**src/source/uart_frame_pkg.sv**
```systemverilog
// framed-string UART constants
// character codes, string geometry and baud timing shared by the design

package uart_frame_pkg;

	// string geometry
	localparam int MAX_CHARS = 16;
	localparam int STRING_W  = MAX_CHARS * 8;
	localparam int LEN_W     = 8;

	// clock and line rate, 40 ns clock
	localparam int CLK_FREQ_HZ  = 25_000_000;
	localparam int BAUD_RATE    = 1_562_500;
	localparam int CLKS_PER_BIT = CLK_FREQ_HZ / BAUD_RATE;
	localparam int BAUD_CNT_W   = $clog2(CLKS_PER_BIT);

	// frame delimiter, two of these open and two close a frame
	localparam logic [7:0] FRAME_CHAR = 8'h26;

endpackage

```
**src/source/baud_timer.sv**
```systemverilog
// baud timer
// pulses tick once per bit period while run is high, with an optional
// half-period first interval for mid-bit sampling

`timescale 1ns/100ps

module baud_timer
	import uart_frame_pkg::*;
(
	input  logic sys_clk,
	input  logic sys_rst_n,
	input  logic run,
	input  logic half_first,
	output logic tick
);

	localparam logic [BAUD_CNT_W-1:0] FULL_LAST = BAUD_CNT_W'(CLKS_PER_BIT - 1);
	localparam logic [BAUD_CNT_W-1:0] HALF_LAST = BAUD_CNT_W'(CLKS_PER_BIT / 2 - 1);

	logic [BAUD_CNT_W-1:0] cnt;
	logic                  half_q;

	assign tick = run && (cnt == (half_q ? HALF_LAST : FULL_LAST));

	always_ff @(posedge sys_clk or negedge sys_rst_n) begin
		if (!sys_rst_n) begin
			cnt    <= '0;
			half_q <= 1'b0;
		end else if (!run) begin
			// armed for the next run while idle
			cnt    <= '0;
			half_q <= half_first;
		end else if (tick) begin
			cnt    <= '0;
			half_q <= 1'b0;
		end else begin
			cnt <= cnt + 1'b1;
		end
	end

endmodule

```
**src/source/uart_tx.sv**
```systemverilog
// UART transmitter, 8N1
// shifts out start bit, eight data bits lsb first and one stop bit,
// then pulses byte_done

`timescale 1ns/100ps

module uart_tx (
	input  logic       sys_clk,
	input  logic       sys_rst_n,
	input  logic [7:0] byte_data,
	input  logic       byte_start,
	output logic       tx_line,
	output logic       byte_done
);

	logic [9:0] shift_q;
	logic [3:0] bit_cnt;
	logic       busy;
	logic       tick;

	baud_timer u_baud_timer (
		.sys_clk    (sys_clk),
		.sys_rst_n  (sys_rst_n),
		.run        (busy),
		.half_first (1'b0),
		.tick       (tick)
	);

	// all ones when idle keeps the line high
	assign tx_line = shift_q[0];

	always_ff @(posedge sys_clk or negedge sys_rst_n) begin
		if (!sys_rst_n) begin
			shift_q   <= '1;
			bit_cnt   <= '0;
			busy      <= 1'b0;
			byte_done <= 1'b0;
		end else begin
			byte_done <= 1'b0;
			if (!busy) begin
				if (byte_start) begin
					// stop, data, start
					shift_q <= {1'b1, byte_data, 1'b0};
					bit_cnt <= '0;
					busy    <= 1'b1;
				end
			end else if (tick) begin
				shift_q <= {1'b1, shift_q[9:1]};
				if (bit_cnt == 4'd9) begin
					busy      <= 1'b0;
					byte_done <= 1'b1;
				end else begin
					bit_cnt <= bit_cnt + 1'b1;
				end
			end
		end
	end

endmodule

```
**src/source/uart_rx.sv**
```systemverilog
// UART receiver, 8N1
// synchronizes the line, samples each bit at mid-period and
// presents a byte with rx_vld when the stop bit reads high

`timescale 1ns/100ps

module uart_rx (
	input  logic       sys_clk,
	input  logic       sys_rst_n,
	input  logic       rx_line,
	output logic [7:0] rx_byte,
	output logic       rx_vld
);

	typedef enum logic [1:0] {RX_IDLE, RX_START, RX_DATA, RX_STOP} rx_state_t;

	rx_state_t  state;
	logic       rx_s1;
	logic       rx_s2;
	logic       rx_prev;
	logic [2:0] bit_cnt;
	logic [7:0] shift_q;
	logic       tick;

	baud_timer u_baud_timer (
		.sys_clk    (sys_clk),
		.sys_rst_n  (sys_rst_n),
		.run        (state != RX_IDLE),
		.half_first (1'b1),
		.tick       (tick)
	);

	// two-stage synchronizer plus one stage for edge detect
	always_ff @(posedge sys_clk or negedge sys_rst_n) begin
		if (!sys_rst_n) begin
			rx_s1   <= 1'b1;
			rx_s2   <= 1'b1;
			rx_prev <= 1'b1;
		end else begin
			rx_s1   <= rx_line;
			rx_s2   <= rx_s1;
			rx_prev <= rx_s2;
		end
	end

	always_ff @(posedge sys_clk or negedge sys_rst_n) begin
		if (!sys_rst_n) begin
			state   <= RX_IDLE;
			bit_cnt <= '0;
			rx_vld  <= 1'b0;
		end else begin
			rx_vld <= 1'b0;
			case (state)
				RX_IDLE:
					if (rx_prev && !rx_s2)
						state <= RX_START;
				RX_START:
					if (tick) begin
						// still high at mid-bit, treat as glitch
						state   <= rx_s2 ? RX_IDLE : RX_DATA;
						bit_cnt <= '0;
					end
				RX_DATA:
					if (tick) begin
						bit_cnt <= bit_cnt + 1'b1;
						if (bit_cnt == 3'd7)
							state <= RX_STOP;
					end
				RX_STOP:
					if (tick) begin
						state  <= RX_IDLE;
						rx_vld <= rx_s2;
					end
				default:
					state <= RX_IDLE;
			endcase
		end
	end

	// data path, qualified by rx_vld
	always_ff @(posedge sys_clk) begin
		if (state == RX_DATA && tick)
			shift_q <= {rx_s2, shift_q[7:1]};
		if (state == RX_STOP && tick)
			rx_byte <= shift_q;
	end

endmodule

```
**src/source/frame_tx_fsm.sv**
```systemverilog
// frame transmit sequencer
// sends '&&', the payload bytes and '&&' through the byte serializer,
// one byte_start per byte_done

`timescale 1ns/100ps

module frame_tx_fsm
	import uart_frame_pkg::*;
(
	input  logic                sys_clk,
	input  logic                sys_rst_n,
	input  logic [STRING_W-1:0] tx_string,
	input  logic [LEN_W-1:0]    tx_length,
	input  logic                tx_req,
	output logic                tx_busy,
	output logic                tx_done,
	output logic [7:0]          byte_data,
	output logic                byte_start,
	input  logic                byte_done
);

	typedef enum logic [2:0] {
		S_IDLE, S_SIGN1, S_SIGN2, S_CONTENT, S_SIGN3, S_SIGN4, S_FINISH
	} tx_state_t;

	tx_state_t        state;
	logic [LEN_W-1:0] len_q;
	logic [LEN_W-1:0] len_clamp;
	logic [LEN_W-1:0] byte_cnt;

	assign len_clamp = (tx_length > LEN_W'(MAX_CHARS)) ? LEN_W'(MAX_CHARS) : tx_length;

	// busy drops on the finish cycle, together with the done pulse
	assign tx_busy = (state != S_IDLE) && (state != S_FINISH);
	assign tx_done = (state == S_FINISH);

	always_ff @(posedge sys_clk or negedge sys_rst_n) begin
		if (!sys_rst_n) begin
			state      <= S_IDLE;
			len_q      <= '0;
			byte_cnt   <= '0;
			byte_data  <= '0;
			byte_start <= 1'b0;
		end else begin
			byte_start <= 1'b0;
			case (state)
				S_IDLE, S_FINISH:
					if (tx_req) begin
						state      <= S_SIGN1;
						len_q      <= len_clamp;
						byte_cnt   <= '0;
						byte_data  <= FRAME_CHAR;
						byte_start <= 1'b1;
					end else begin
						state <= S_IDLE;
					end
				S_SIGN1:
					if (byte_done) begin
						state      <= S_SIGN2;
						byte_data  <= FRAME_CHAR;
						byte_start <= 1'b1;
					end
				S_SIGN2:
					if (byte_done) begin
						byte_start <= 1'b1;
						if (len_q == '0) begin
							// empty payload
							state     <= S_SIGN3;
							byte_data <= FRAME_CHAR;
						end else begin
							state     <= S_CONTENT;
							byte_data <= tx_string[7:0];
							byte_cnt  <= LEN_W'(1);
						end
					end
				S_CONTENT:
					if (byte_done) begin
						byte_start <= 1'b1;
						if (byte_cnt == len_q) begin
							state     <= S_SIGN3;
							byte_data <= FRAME_CHAR;
						end else begin
							byte_data <= tx_string[byte_cnt*8 +: 8];
							byte_cnt  <= byte_cnt + 1'b1;
						end
					end
				S_SIGN3:
					if (byte_done) begin
						state      <= S_SIGN4;
						byte_data  <= FRAME_CHAR;
						byte_start <= 1'b1;
					end
				S_SIGN4:
					if (byte_done)
						state <= S_FINISH;
				default:
					state <= S_IDLE;
			endcase
		end
	end

endmodule

```
**src/source/frame_rx_fsm.sv**
```systemverilog
// frame receive state machine
// hunts for '&&', collects payload bytes into rx_string and reports
// the length on the closing '&&', or drops a bad frame with rx_error

`timescale 1ns/100ps

module frame_rx_fsm
	import uart_frame_pkg::*;
(
	input  logic                sys_clk,
	input  logic                sys_rst_n,
	input  logic [7:0]          rx_byte,
	input  logic                rx_vld,
	output logic [STRING_W-1:0] rx_string,
	output logic [LEN_W-1:0]    rx_length,
	output logic                rx_busy,
	output logic                rx_done,
	output logic                rx_error
);

	typedef enum logic [1:0] {R_HUNT, R_SIGN1, R_CONTENT, R_CLOSE} rx_state_t;

	rx_state_t        state;
	logic [LEN_W-1:0] byte_cnt;
	logic             is_sign;

	assign is_sign = (rx_byte == FRAME_CHAR);
	assign rx_busy = (state != R_HUNT);

	always_ff @(posedge sys_clk or negedge sys_rst_n) begin
		if (!sys_rst_n) begin
			state     <= R_HUNT;
			byte_cnt  <= '0;
			rx_length <= '0;
			rx_done   <= 1'b0;
			rx_error  <= 1'b0;
		end else begin
			rx_done  <= 1'b0;
			rx_error <= 1'b0;
			if (rx_vld) begin
				case (state)
					R_HUNT:
						if (is_sign)
							state <= R_SIGN1;
					R_SIGN1: begin
						// a lone '&' before the frame is just noise
						state    <= is_sign ? R_CONTENT : R_HUNT;
						byte_cnt <= '0;
					end
					R_CONTENT:
						if (is_sign) begin
							state <= R_CLOSE;
						end else if (byte_cnt == LEN_W'(MAX_CHARS)) begin
							state    <= R_HUNT;
							rx_error <= 1'b1;
						end else begin
							byte_cnt <= byte_cnt + 1'b1;
						end
					R_CLOSE: begin
						state <= R_HUNT;
						if (is_sign) begin
							rx_length <= byte_cnt;
							rx_done   <= 1'b1;
						end else begin
							rx_error <= 1'b1;
						end
					end
					default:
						state <= R_HUNT;
				endcase
			end
		end
	end

	// string store, cleared on the opening '&'
	always_ff @(posedge sys_clk) begin
		if (rx_vld && state == R_HUNT && is_sign)
			rx_string <= '0;
		else if (rx_vld && state == R_CONTENT && !is_sign && byte_cnt < LEN_W'(MAX_CHARS))
			rx_string[byte_cnt*8 +: 8] <= rx_byte;
	end

endmodule

```
**src/source/uart_frame_top.sv**
```systemverilog
// framed-string UART transceiver
// transmit sequencer and serializer on one line, deserializer and
// frame receiver on the other

`timescale 1ns/100ps

module uart_frame_top
	import uart_frame_pkg::*;
(
	input  logic                sys_clk,
	input  logic                sys_rst_n,

	input  logic [STRING_W-1:0] tx_string,
	input  logic [LEN_W-1:0]    tx_length,
	input  logic                tx_req,
	output logic                tx_busy,
	output logic                tx_done,

	output logic [STRING_W-1:0] rx_string,
	output logic [LEN_W-1:0]    rx_length,
	output logic                rx_busy,
	output logic                rx_done,
	output logic                rx_error,

	input  logic                uart_rx_port,
	output logic                uart_tx_port
);

	logic [7:0] byte_data;
	logic       byte_start;
	logic       byte_done;
	logic [7:0] rx_byte;
	logic       rx_vld;

	frame_tx_fsm u_frame_tx_fsm (
		.sys_clk    (sys_clk),
		.sys_rst_n  (sys_rst_n),
		.tx_string  (tx_string),
		.tx_length  (tx_length),
		.tx_req     (tx_req),
		.tx_busy    (tx_busy),
		.tx_done    (tx_done),
		.byte_data  (byte_data),
		.byte_start (byte_start),
		.byte_done  (byte_done)
	);

	uart_tx u_uart_tx (
		.sys_clk    (sys_clk),
		.sys_rst_n  (sys_rst_n),
		.byte_data  (byte_data),
		.byte_start (byte_start),
		.tx_line    (uart_tx_port),
		.byte_done  (byte_done)
	);

	uart_rx u_uart_rx (
		.sys_clk   (sys_clk),
		.sys_rst_n (sys_rst_n),
		.rx_line   (uart_rx_port),
		.rx_byte   (rx_byte),
		.rx_vld    (rx_vld)
	);

	frame_rx_fsm u_frame_rx_fsm (
		.sys_clk   (sys_clk),
		.sys_rst_n (sys_rst_n),
		.rx_byte   (rx_byte),
		.rx_vld    (rx_vld),
		.rx_string (rx_string),
		.rx_length (rx_length),
		.rx_busy   (rx_busy),
		.rx_done   (rx_done),
		.rx_error  (rx_error)
	);

endmodule

```
**config.mk**
```make
export PLATFORM = sky130hd
export DESIGN_NAME = uart_frame_top
export DESIGN_NICKNAME = d
export VERILOG_FILES = /design/src/source/uart_frame_pkg.sv /design/src/source/baud_timer.sv /design/src/source/uart_tx.sv /design/src/source/uart_rx.sv /design/src/source/frame_tx_fsm.sv /design/src/source/frame_rx_fsm.sv /design/src/source/uart_frame_top.sv
export SDC_FILE = /design/constraint.sdc
export NUM_CORES = 1
export LEC_CHECK = 0
export BUFFER_PORTS_ARGS = -buffer_cell sky130_fd_sc_hd__buf_2
export CAP_MARGIN = 10
export CORE_ASPECT_RATIO = 1.1
export CORE_MARGIN = 2
export CORE_UTILIZATION = 40
export CTS_CLUSTER_SIZE = 24
export DETAILED_ROUTE_END_ITERATION = 8
export PLACE_DENSITY_LB_ADDON = 0.3
export SYNTH_ARGS = -nofsm -noshare
export SYNTH_HDL_FRONTEND = slang
export SYNTH_SLANG_ARGS = --single-unit
```
**constraint.sdc**
```tcl
create_clock -name sys_clk -period 2.9 [get_ports sys_clk]
set_input_delay 0.58 -clock sys_clk [delete_from_list [all_inputs] [get_ports sys_clk]]
set_output_delay 0.58 -clock sys_clk [all_outputs]
set_load 0.02 [all_outputs]
```
[Word-level counts from Yosys, hierarchy flattened]
Cells that the tools add are included.
Word-level totals
  register bits after elaboration: 227
  input bits: 140
  output and inout port bits: 142
  logic and storage cells: 199
Operators by class
  add/subtract/negate cells: 7
  magnitude comparators: 2
  equal/unequal tests: 42
  shift-type cells: 3
  mux-type cells: 79
  reduce and logical (&&, ||, !) cells: 39
Operators by type and width (number)
  128-bit bitwise mux: 1
  8-bit by 34-bit variable shift with 128-bit output, first input constant: 1
  128-bit by 12-bit variable part select with 8-bit output: 1
  8-bit by 34-bit variable part select with 128-bit output: 1
  8-bit 2-to-1 mux: 14
  4-bit 2-to-1 mux: 10
  11-bit negation with 34-bit output: 1
  8-bit case mux with 4 select lines: 1
  10-bit 2-to-1 mux: 3
  2-bit by 1-bit inequality test with 1-bit output, second input constant: 14
  3-bit 2-to-1 mux: 9
  8-bit case mux with 3 select lines: 1
  1-bit 2-to-1 mux: 23
  2-bit 2-to-1 mux: 10
  3-bit case mux with 6 select lines: 1
  8-bit by 1-bit adder with 8-bit output, second input constant: 2
  2-bit case mux with 4 select lines: 2
  8-bit case mux with 2 select lines: 1
  2-bit inequality test, second input constant: 7
  4-bit by 1-bit adder with 4-bit output, second input constant: 3
  3-bit == test, second input constant: 4
  3-bit AND reduction: 4
  6-bit AND reduction: 2
  1-bit logical AND: 11
  other kinds (28): 45

[Longest topological paths before layout]
Gate-level depths: netlist (run 1).
  word-level depth: 5
  mapped depth: 12
  depth with buffers taken out: 10

[Hierarchy]
A second synthesis (run 1) with hierarchy kept.
Second synthesis, totals
  cells, all modules: 1057
  area, all modules: 11039.3 sq um
By module, submodules not included
  frame_rx_fsm: times used 1, cells each 622, area each 5960.7 sq um, seq. area each 3062.9 sq um
  frame_tx_fsm: times used 1, cells each 260, area each 2859.0 sq um, seq. area each 700.7 sq um
  uart_rx: times used 1, cells each 55, area each 944.7 sq um, seq. area each 709.4 sq um
  uart_tx: times used 1, cells each 78, area each 819.5 sq um, seq. area each 386.6 sq um
  baud_timer: times used 2, cells each 21, area each 227.7 sq um, seq. area each 125.1 sq um

[Worst setup path before layout (run 1)]
Ideal clock, no wire load.
  kind: register -> register
  from: register u_frame_rx_fsm.byte_cnt[0]
  to: register u_frame_rx_fsm.rx_string[120]
  library setup time: 0.128 ns
  arrival: 2.687 ns
  data required time: 2.772 ns
  path slack: 0.085 ns
  cell stages (with the launch flop): 13
  path buffers: 4
  period minus slack after synthesis: 2.815 ns
  cell sequence: dfrtp_1 -> clkbuf_1 -> clkbuf_1 -> inv_1 -> ha_1 -> nand2b_1 -> a211oi_1 -> o31ai_2 -> buf_4 -> and4_1 -> buf_2 -> mux2i_1 -> nor2_1
Between the ends
  longest elaborated chain between the ends: 3
  elaborated cells on any way between the ends: 6
  classes of those cells: add/sub (1); order compare (1); shift (2); mux (1); reduce/logical (1)
Ends and longest elaborated chain
  start: declaration: RTL line frame_rx_fsm.sv:24  | logic [LEN_W-1:0] byte_cnt;
  start signal: assignment: RTL line frame_rx_fsm.sv:57  | byte_cnt <= byte_cnt + 1'b1;
  11-bit negation with 34-bit output: RTL line frame_rx_fsm.sv:80  | rx_string[byte_cnt*8 +: 8] <= rx_byte;
  8-bit by 34-bit variable part select with 128-bit output or 8-bit by 34-bit variable shift with 128-bit output (tied branches): RTL line frame_rx_fsm.sv:80
  128-bit bitwise mux: RTL line frame_rx_fsm.sv:80
  end signal: indexed assignment: RTL line frame_rx_fsm.sv:80
  end: declaration: RTL line frame_rx_fsm.sv:14  | output logic [STRING_W-1:0] rx_string,
Parallel ways exist; a longest one is shown, timed or not.
A chain may end at the register's enable or synchronous reset.

[Worst setup path after layout (run 1)]
  from: register u_frame_rx_fsm.byte_cnt[0]
  to: register u_frame_rx_fsm.rx_string[102]
Same word-level chain as after synthesis.

==> impl_metrics.csv, run 1 <==
group,metric,value,unit
outcome,status,"finished clean",
timing,drv_slew,0,
power_and_ir_drop,p_leak,6.37,nW
timing,worst_pin_slew,0.726,ns
worst_setup_path,r2r_cells,9,
worst_setup_path,critPathCapture,"u_frame_rx_fsm.rx_string[102]",
clock_network,cts_hold_buf,0,
worst_setup_path,rrSetupSlack,0.15,ns
worst_setup_path,cpMaxStageDelayCell,"dfrtp_1",
worst_setup_path,required,3.30,ns
timing,hold_viol,0,
worst_setup_path,reg2reg_to,"u_frame_rx_fsm.rx_string[102]",
logic_synthesis,synth_cells,1068,
logic_synthesis,yosysWarnings,0,
worst_setup_path,cp-startpoint,"u_frame_rx_fsm.byte_cnt[0]",
power_and_ir_drop,power.total,7.14,mW
placement,dp_cells,1679,
final_layout,seqCellArea,5090,µm²
final_layout,diodes,0,
logic_synthesis,syn_avg_cell_area,9.98,µm²
final_layout,drive_gt1_frac,0.332,
power_and_ir_drop,power.density,530,nW/µm²
global_routing,antenna_found_initial,0,
logic_synthesis,async_flop_share,0.360,
final_layout,nFillCells,2452,
power_and_ir_drop,p_int,5.45,mW
placement,io_buffer_count,281,
power_and_ir_drop,p_switching,1.70,mW
clock_network,ctsHtreeMaxLevel,1,
clock_network,worstSkewPairLatency,0.52,ns
floorplanning,num_rows,62,
timing,min_period,2.75,ns
logic_synthesis,synthTopCellsByCount,"dfxtp_1, o21ai_0, nand3_1",
final_layout,final_util,0.516,
placement,hpwlAfterDp,20900,µm
logic_synthesis,synth_cell_types,62,
logic_synthesis,ys_ff_latch,225,
worst_setup_path,end_kind,"register",
floorplanning,io_pins,282,
job,cap_violations,0,
worst_hold_path,hold_class,"in -> async",
detailed_routing,ant_nets,0,
timing,clock_skew,0.0181,ns
logic_synthesis,synth_top_area_cell,"dfxtp_1",
logic_synthesis,yosys.area.top_type_share,0.240,
logic_synthesis,synth.area.top_cells,"dfxtp_1, dfrtp_1, mux4_2",
timing,max_freq,363,MHz
logic_synthesis,synth_nets,1227,
clock_network,cts-root-buf,"clkbuf_16",
clock_network,cts_buffers,24,
global_routing,grt_max_degree,58,
floorplanning,dieArea,28000,µm²
placement,dp_slack,-0.0353,ns
global_routing,grt_pass1_vias,8487,
detailed_routing,drc,0,
detailed_routing,wl_per_cell,16.3,µm
worst_setup_path,critPathArrivalTime,3.15,ns
floorplanning,die_w,160,µm
logic_synthesis,synthMostInstantiatedCell,"dfxtp_1",
power_and_ir_drop,p_seq_frac,0.480,
floorplanning,initial_core_util,0.408,
worst_setup_path,critPathMaxFanout,16,
global_routing,grt_overflow,0,
detailed_routing,wirelength,28200,µm
final_layout,multi_input_comb_area,5220,µm²
final_layout,layout.nets,1514,
power_and_ir_drop,clkPwrFrac,0.423,
power_and_ir_drop,ir_drop,0.323,mV
timing,finalCritPeriodShare,0.949,
clock_network,cts_buffer_depth,3,
logic_synthesis,synth-main-ff-cell,"dfxtp_1",
power_and_ir_drop,pwr-share-comb,0.097,
timing,final.setup.tns,0,ns
worst_setup_path,max_stage_delay,0.46,ns
detailed_routing,first_iter_violations,625,
timing,setup_viol,0,
timing,max_slew_margin,0.512,
floorplanning,core_area,26100,µm²
worst_setup_path,path_cells,"inv_1, ha_1, nor4b_1, nand4_1, a21oi_2, nand4_1, buf_4, nand3_1, o21ai_0",
final_layout,area_growth_syn_to_layout,26.6,%
global_routing,grt_pass1_wl,44500,µm
logic_synthesis,synth_edf_count,16,
worst_setup_path,r2r_start,"u_frame_rx_fsm.byte_cnt[0]",
global_routing,grt_usage,0.193,
floorplanning,fp.dieH,175,µm
worst_setup_path,start_kind,"register",
logic_synthesis,synth_area,10700,µm²
logic_synthesis,yosysSeqAreaShare,0.477,
clock_network,path_clk_slew,0.06,ns
detailed_routing,num_vias,9024,
clock_network,cts_tree,"built",
detailed_routing,first_pass_iters,5,
detailed_routing,viasPerCell,5.23,
placement,gp_congestion,0.831,
final_layout,fin_cells,1725,
power_and_ir_drop,power_switching_share,0.238,
clock_network,clock-sinks,225,
timing,final.setup.worst_slack,0.149,ns
worst_setup_path,path_class,"reg -> reg",
worst_setup_path,path_common_cell,"nand4_1",
layout make-up:
cell class / count / area share
multi-input combinational: 735 / 0.387
tap: 352 / 0.0326
timing repair buffer: 335 / 0.136
clock buffer: 39 / 0.0564
sequential: 225 / 0.377
inverter: 34 / 0.00946
clock inverter: 5 / 0.00185
cells by family after synthesis:
kind of cell               share of synthesized area
AOI/OAI and AO/OA                              0.104
xor gates and xnor gates                      0.0173
adders and majority gates                     0.0223
buffers and inverters                         0.0417
DFF                                            0.477
muxes                                          0.151
and+or+nand+nor                                0.187
layer usage:
layer / track usage / part of all wire / wire [µm]
met1: 0.253 / 0.43 / 12100
met2: 0.332 / 0.50 / 14000
met3: 0.0304 / 0.055 / 1560
met4: 0.0500 / 0.020 / 571
met5: 0 / 0 / 0
sequential cells by signal (all words and copies together), names as in the netlist, 2 cells and up, named ones only:
signal and flops:
u_uart_tx.bit_cnt 4, u_frame_tx_fsm.len_q 8, u_frame_rx_fsm.rx_string 128, u_frame_tx_fsm.state 3, u_frame_tx_fsm.byte_data 8, u_uart_rx.shift_q 8, u_frame_rx_fsm.rx_length 8, u_frame_tx_fsm.byte_cnt 8
u_uart_tx.shift_q 9, u_uart_rx.rx_byte 8, u_uart_rx.u_baud_timer.cnt 4, u_frame_rx_fsm.state 2, u_uart_rx.bit_cnt 3, u_frame_rx_fsm.byte_cnt 8, u_uart_tx.u_baud_timer.cnt 4
what timing repair did:
action | CTS | global route
endpoints found under the setup margin | 12 | 109
gates resized for setup | 1 | 14
buffers inserted | 1 | 1
pin swaps | 1 | 2
critical path: cells and delay by family, from the launching register on:
kind,cells,cell delay [ns]
and+or+nand+nor,4,1.07
AOI/OAI and AO/OA,2,0.50
DFF,1,0.46
buffers and inverters,2,0.35
adders and majority gates,1,0.26
stage by stage:
stage | cell area [µm²] | hold slack [ns]
2_1_floorplan | 10700 | 0.284
3_5_place_dp | 12600 | 0.355
4_1_cts | 13400 | 0.0784
5_1_grt | 13500 | 0.0953
6_report | 13500 | 0.0700
3_3_place_gp | 12600 | 0.352
placed cells by master, fill, tap and decap left out, types with 9 or more instances in the layout:
cell,instances
buf_2,280
dfxtp_1,128
o21ai_0,122
nand3_1,94
nand2_1,89
nor2_1,77
dfrtp_1,68
mux2i_1,64
buf_4,53
mux4_2,37
inv_1,34
clkbuf_16,27
ha_1,19
nor3_1,18
and2_1,17
edfxtp_1,16
nand4_1,15
nor2b_1,14
xor2_1,14
and3_1,12
a21oi_1,12
mux2_2,12
dfstp_2,12
a22oi_1,9
how the worst min path moves through the flow:
stage / slack [ns] / end / from / cells after the start
final: 0.07 / u_uart_tx.u_baud_timer.cnt[2] / sys_rst_n / 1
after global routing: 0.1 / u_uart_tx.u_baud_timer.cnt[2] / sys_rst_n / 1
after CTS: 0.08 / u_frame_tx_fsm.len_q[7] / sys_rst_n / 1
after detailed placement: 0.36 / u_uart_rx.rx_s2 / u_uart_rx.rx_s1 / 0
after global placement: 0.35 / u_uart_rx.rx_s2 / u_uart_rx.rx_s1 / 0
after floorplan: 0.28 / asynchronous set/reset pin / sys_rst_n / 0
power groups by stage:
stage	registers, mW	logic [mW]	clock network [mW]
floorplan	3.46	0.471	0
global placement	3.49	0.679	0
detailed placement	3.50	0.697	0
CTS	3.43	0.702	3.09
global route	3.45	0.792	3.22
finish	3.43	0.691	3.02
Note: power is estimated with default switching activity, not from simulation.
==> inputs of run 2 (changes only) <==
--- a/config.mk
+++ b/config.mk
@@ -10,6 +10,7 @@
 export CORE_ASPECT_RATIO = 1.1
 export CORE_MARGIN = 2
 export CORE_UTILIZATION = 40
+export CTS_BUF_LIST = sky130_fd_sc_hd__clkbuf_8
 export CTS_CLUSTER_SIZE = 24
 export DETAILED_ROUTE_END_ITERATION = 8
 export PLACE_DENSITY_LB_ADDON = 0.3
==> run 2 against run 1 <==
Net effect: via count hardly changed; die area is the same; design area fell by 0.57%; combinational power hardly changed.
==> impl_metrics.csv, run 2 (synthesized netlist as in run 1, its figures left out) <==
group,metric,value,unit
outcome,status,"finished clean",
floorplanning,io_pins,282,
floorplanning,dieArea,28000,µm²
clock_network,path_clk_slew,0.06,ns
global_routing,grt_usage,0.196,
final_layout,top_register,"u_frame_rx_fsm.rx_string",
worst_setup_path,cp-startpoint,"u_frame_rx_fsm.byte_cnt[0]",
final_layout,nFillCells,2478,
timing,max_slew_margin,0.511,
detailed_routing,wirelength,28400,µm
timing,min_period,2.76,ns
clock_network,worstSkewPairLatency,0.53,ns
detailed_routing,first_pass_iters,5,
final_layout,largest_reg_flops,128,
worst_setup_path,critPathArrivalTime,3.18,ns
timing,rsz0062_at_grt,"yes",
detailed_routing,viasPerCell,5.16,
global_routing,grt_pass1_wl,45000,µm
timing,max_freq,362,MHz
floorplanning,initial_core_util,0.408,
clock_network,cts-root-buf,"clkbuf_8",
timing,finalCritPeriodShare,0.953,
power_and_ir_drop,p_leak,6.38,nW
global_routing,grt_pass1_vias,8545,
placement,io_buffer_count,281,
clock_network,ctsHtreeMaxLevel,2,
worst_setup_path,critPathMaxFanout,16,
detailed_routing,wl_per_cell,16.2,µm
final_layout,layout_commonest_cell,"buf_2",
clock_network,cts_buffer_depth,3,
timing,drv_slew,0,
floorplanning,num_rows,62,
detailed_routing,drc,0,
worst_setup_path,r2r_start,"u_frame_rx_fsm.byte_cnt[0]",
timing,hold-worst-slack,0.0470,ns
global_routing,grt_max_degree,58,
global_routing,grt_overflow,0,
final_layout,diodes,0,
floorplanning,die_w,160,µm
timing,worst_pin_slew,0.727,ns
power_and_ir_drop,power.density,507,nW/µm²
clock_network,cts_tree,"built",
placement,dp_cells,1679,
worst_setup_path,path_class,"reg -> reg",
global_routing,antenna_found_initial,0,
worst_setup_path,required,3.31,ns
floorplanning,fp.dieH,175,µm
worst_hold_path,hold_class,"in -> async",
power_and_ir_drop,ir_drop,0.246,mV
floorplanning,core_area,26100,µm²
worst_setup_path,end_kind,"register",
job,cap_violations,0,
detailed_routing,ant_nets,0,
final_layout,area_growth_syn_to_layout,25.8,%
final_layout,drive_gt1_frac,0.339,
placement,gp_congestion,0.831,
timing,setup_viol,0,
final_layout,final_cell_mix,"buf_2, dfxtp_1, o21ai_0",
final_layout,largest_registers,"u_frame_rx_fsm.rx_string x128, u_uart_tx.shift_q x9",
final_layout,layout.nets,1529,
timing,clock_skew,0.0174,ns
worst_setup_path,start_kind,"register",
clock_network,cts_buffers,39,
clock_network,cts_hold_buf,0,
timing,hold_viol,0,
placement,hpwlAfterDp,20900,µm
clock_network,clock-sinks,225,
detailed_routing,num_vias,9019,
final_layout,fin_cells,1748,
detailed_routing,first_iter_violations,592,
run 2: cell count changes in the layout (fill, tap and decap cells not counted), sizes merged:
cell,delta
inv,+11
clkinvlp,+3
clkinv,+6
bufinv,+1
clkbuf,+2
run 2: worst max-delay path: stages (launching register included):
cell,delay [ns]
dfrtp_1,0.46
inv_1,0.11
ha_1,0.26
nor4b_1,0.47
nand4_1,0.34
a21oi_2,0.41
nand4_1,0.18
buf_4,0.25
nand3_1,0.09
o21ai_0,0.09
run 2: path summary, 6_finish.rpt:
path / endpoint / slack, ns / depth (start not counted)
max: u_frame_rx_fsm.rx_string[102] / 0.14 / 9
min: u_uart_tx.u_baud_timer.cnt[2] / 0.05 / 1
max reg2reg: u_frame_rx_fsm.rx_string[102] / 0.14 / 9
min reg2reg: u_uart_rx.rx_s2 / 0.36 / 0
max in group asynchronous: u_uart_rx.rx_s2 / 2.15 / 2
min in group sys_clk: u_uart_rx.rx_s1 / 0.17 / 1
run 2: cell type report:
type,instances,area [µm²],area share
flip-flops and latches,225,5090,0.379
clock buffers,41,564,0.0421
inverters,34,128,0.00951
multi-input cells,735,5220,0.389
repair buffers,335,1830,0.136
well taps,352,440,0.0328
clock inverters,26,145,0.0108
run 2: what timing repair did:
| action | in CTS | in global routing |
|---|---|---|
| setup buffers | 1 | 1 |
| resized for setup | 1 | 14 |
| setup endpoints to repair | 10 | 109 |
| pin swaps | 1 | 3 |
run 2: where the power goes:
group	switching (mW)	internal [mW]
clock	1.27	1.40
combinational	0.349	0.344
sequential	0.119	3.31
run 2: routing by layer:
metal	vias up	share of wire	GRT usage
li1	4440	-	-
met1	4247	0.43	0.252
met2	288	0.49	0.336
met3	44	0.059	0.0408
met4	0	0.017	0.0534
met5	-	0	0
run 2: metrics by stage:
| stage | instance area [µm²] | TNS (ns) | power [mW] | util | setup slack, ns |
|---|---|---|---|---|---|
| after floorplan | 10700 | 0 | 3.93 | - | 0.0852 |
| after global placement | 12600 | 0 | 4.17 | 0.482 | 0.0638 |
| after detailed placement | 12600 | -0.130 | 4.19 | 0.482 | -0.0353 |
| after CTS | 13300 | 0 | 6.88 | 0.510 | 0.0452 |
| after global routing | 13400 | -0.668 | 7.14 | 0.513 | -0.0447 |
| final | 13400 | 0 | 6.80 | 0.513 | 0.136 |
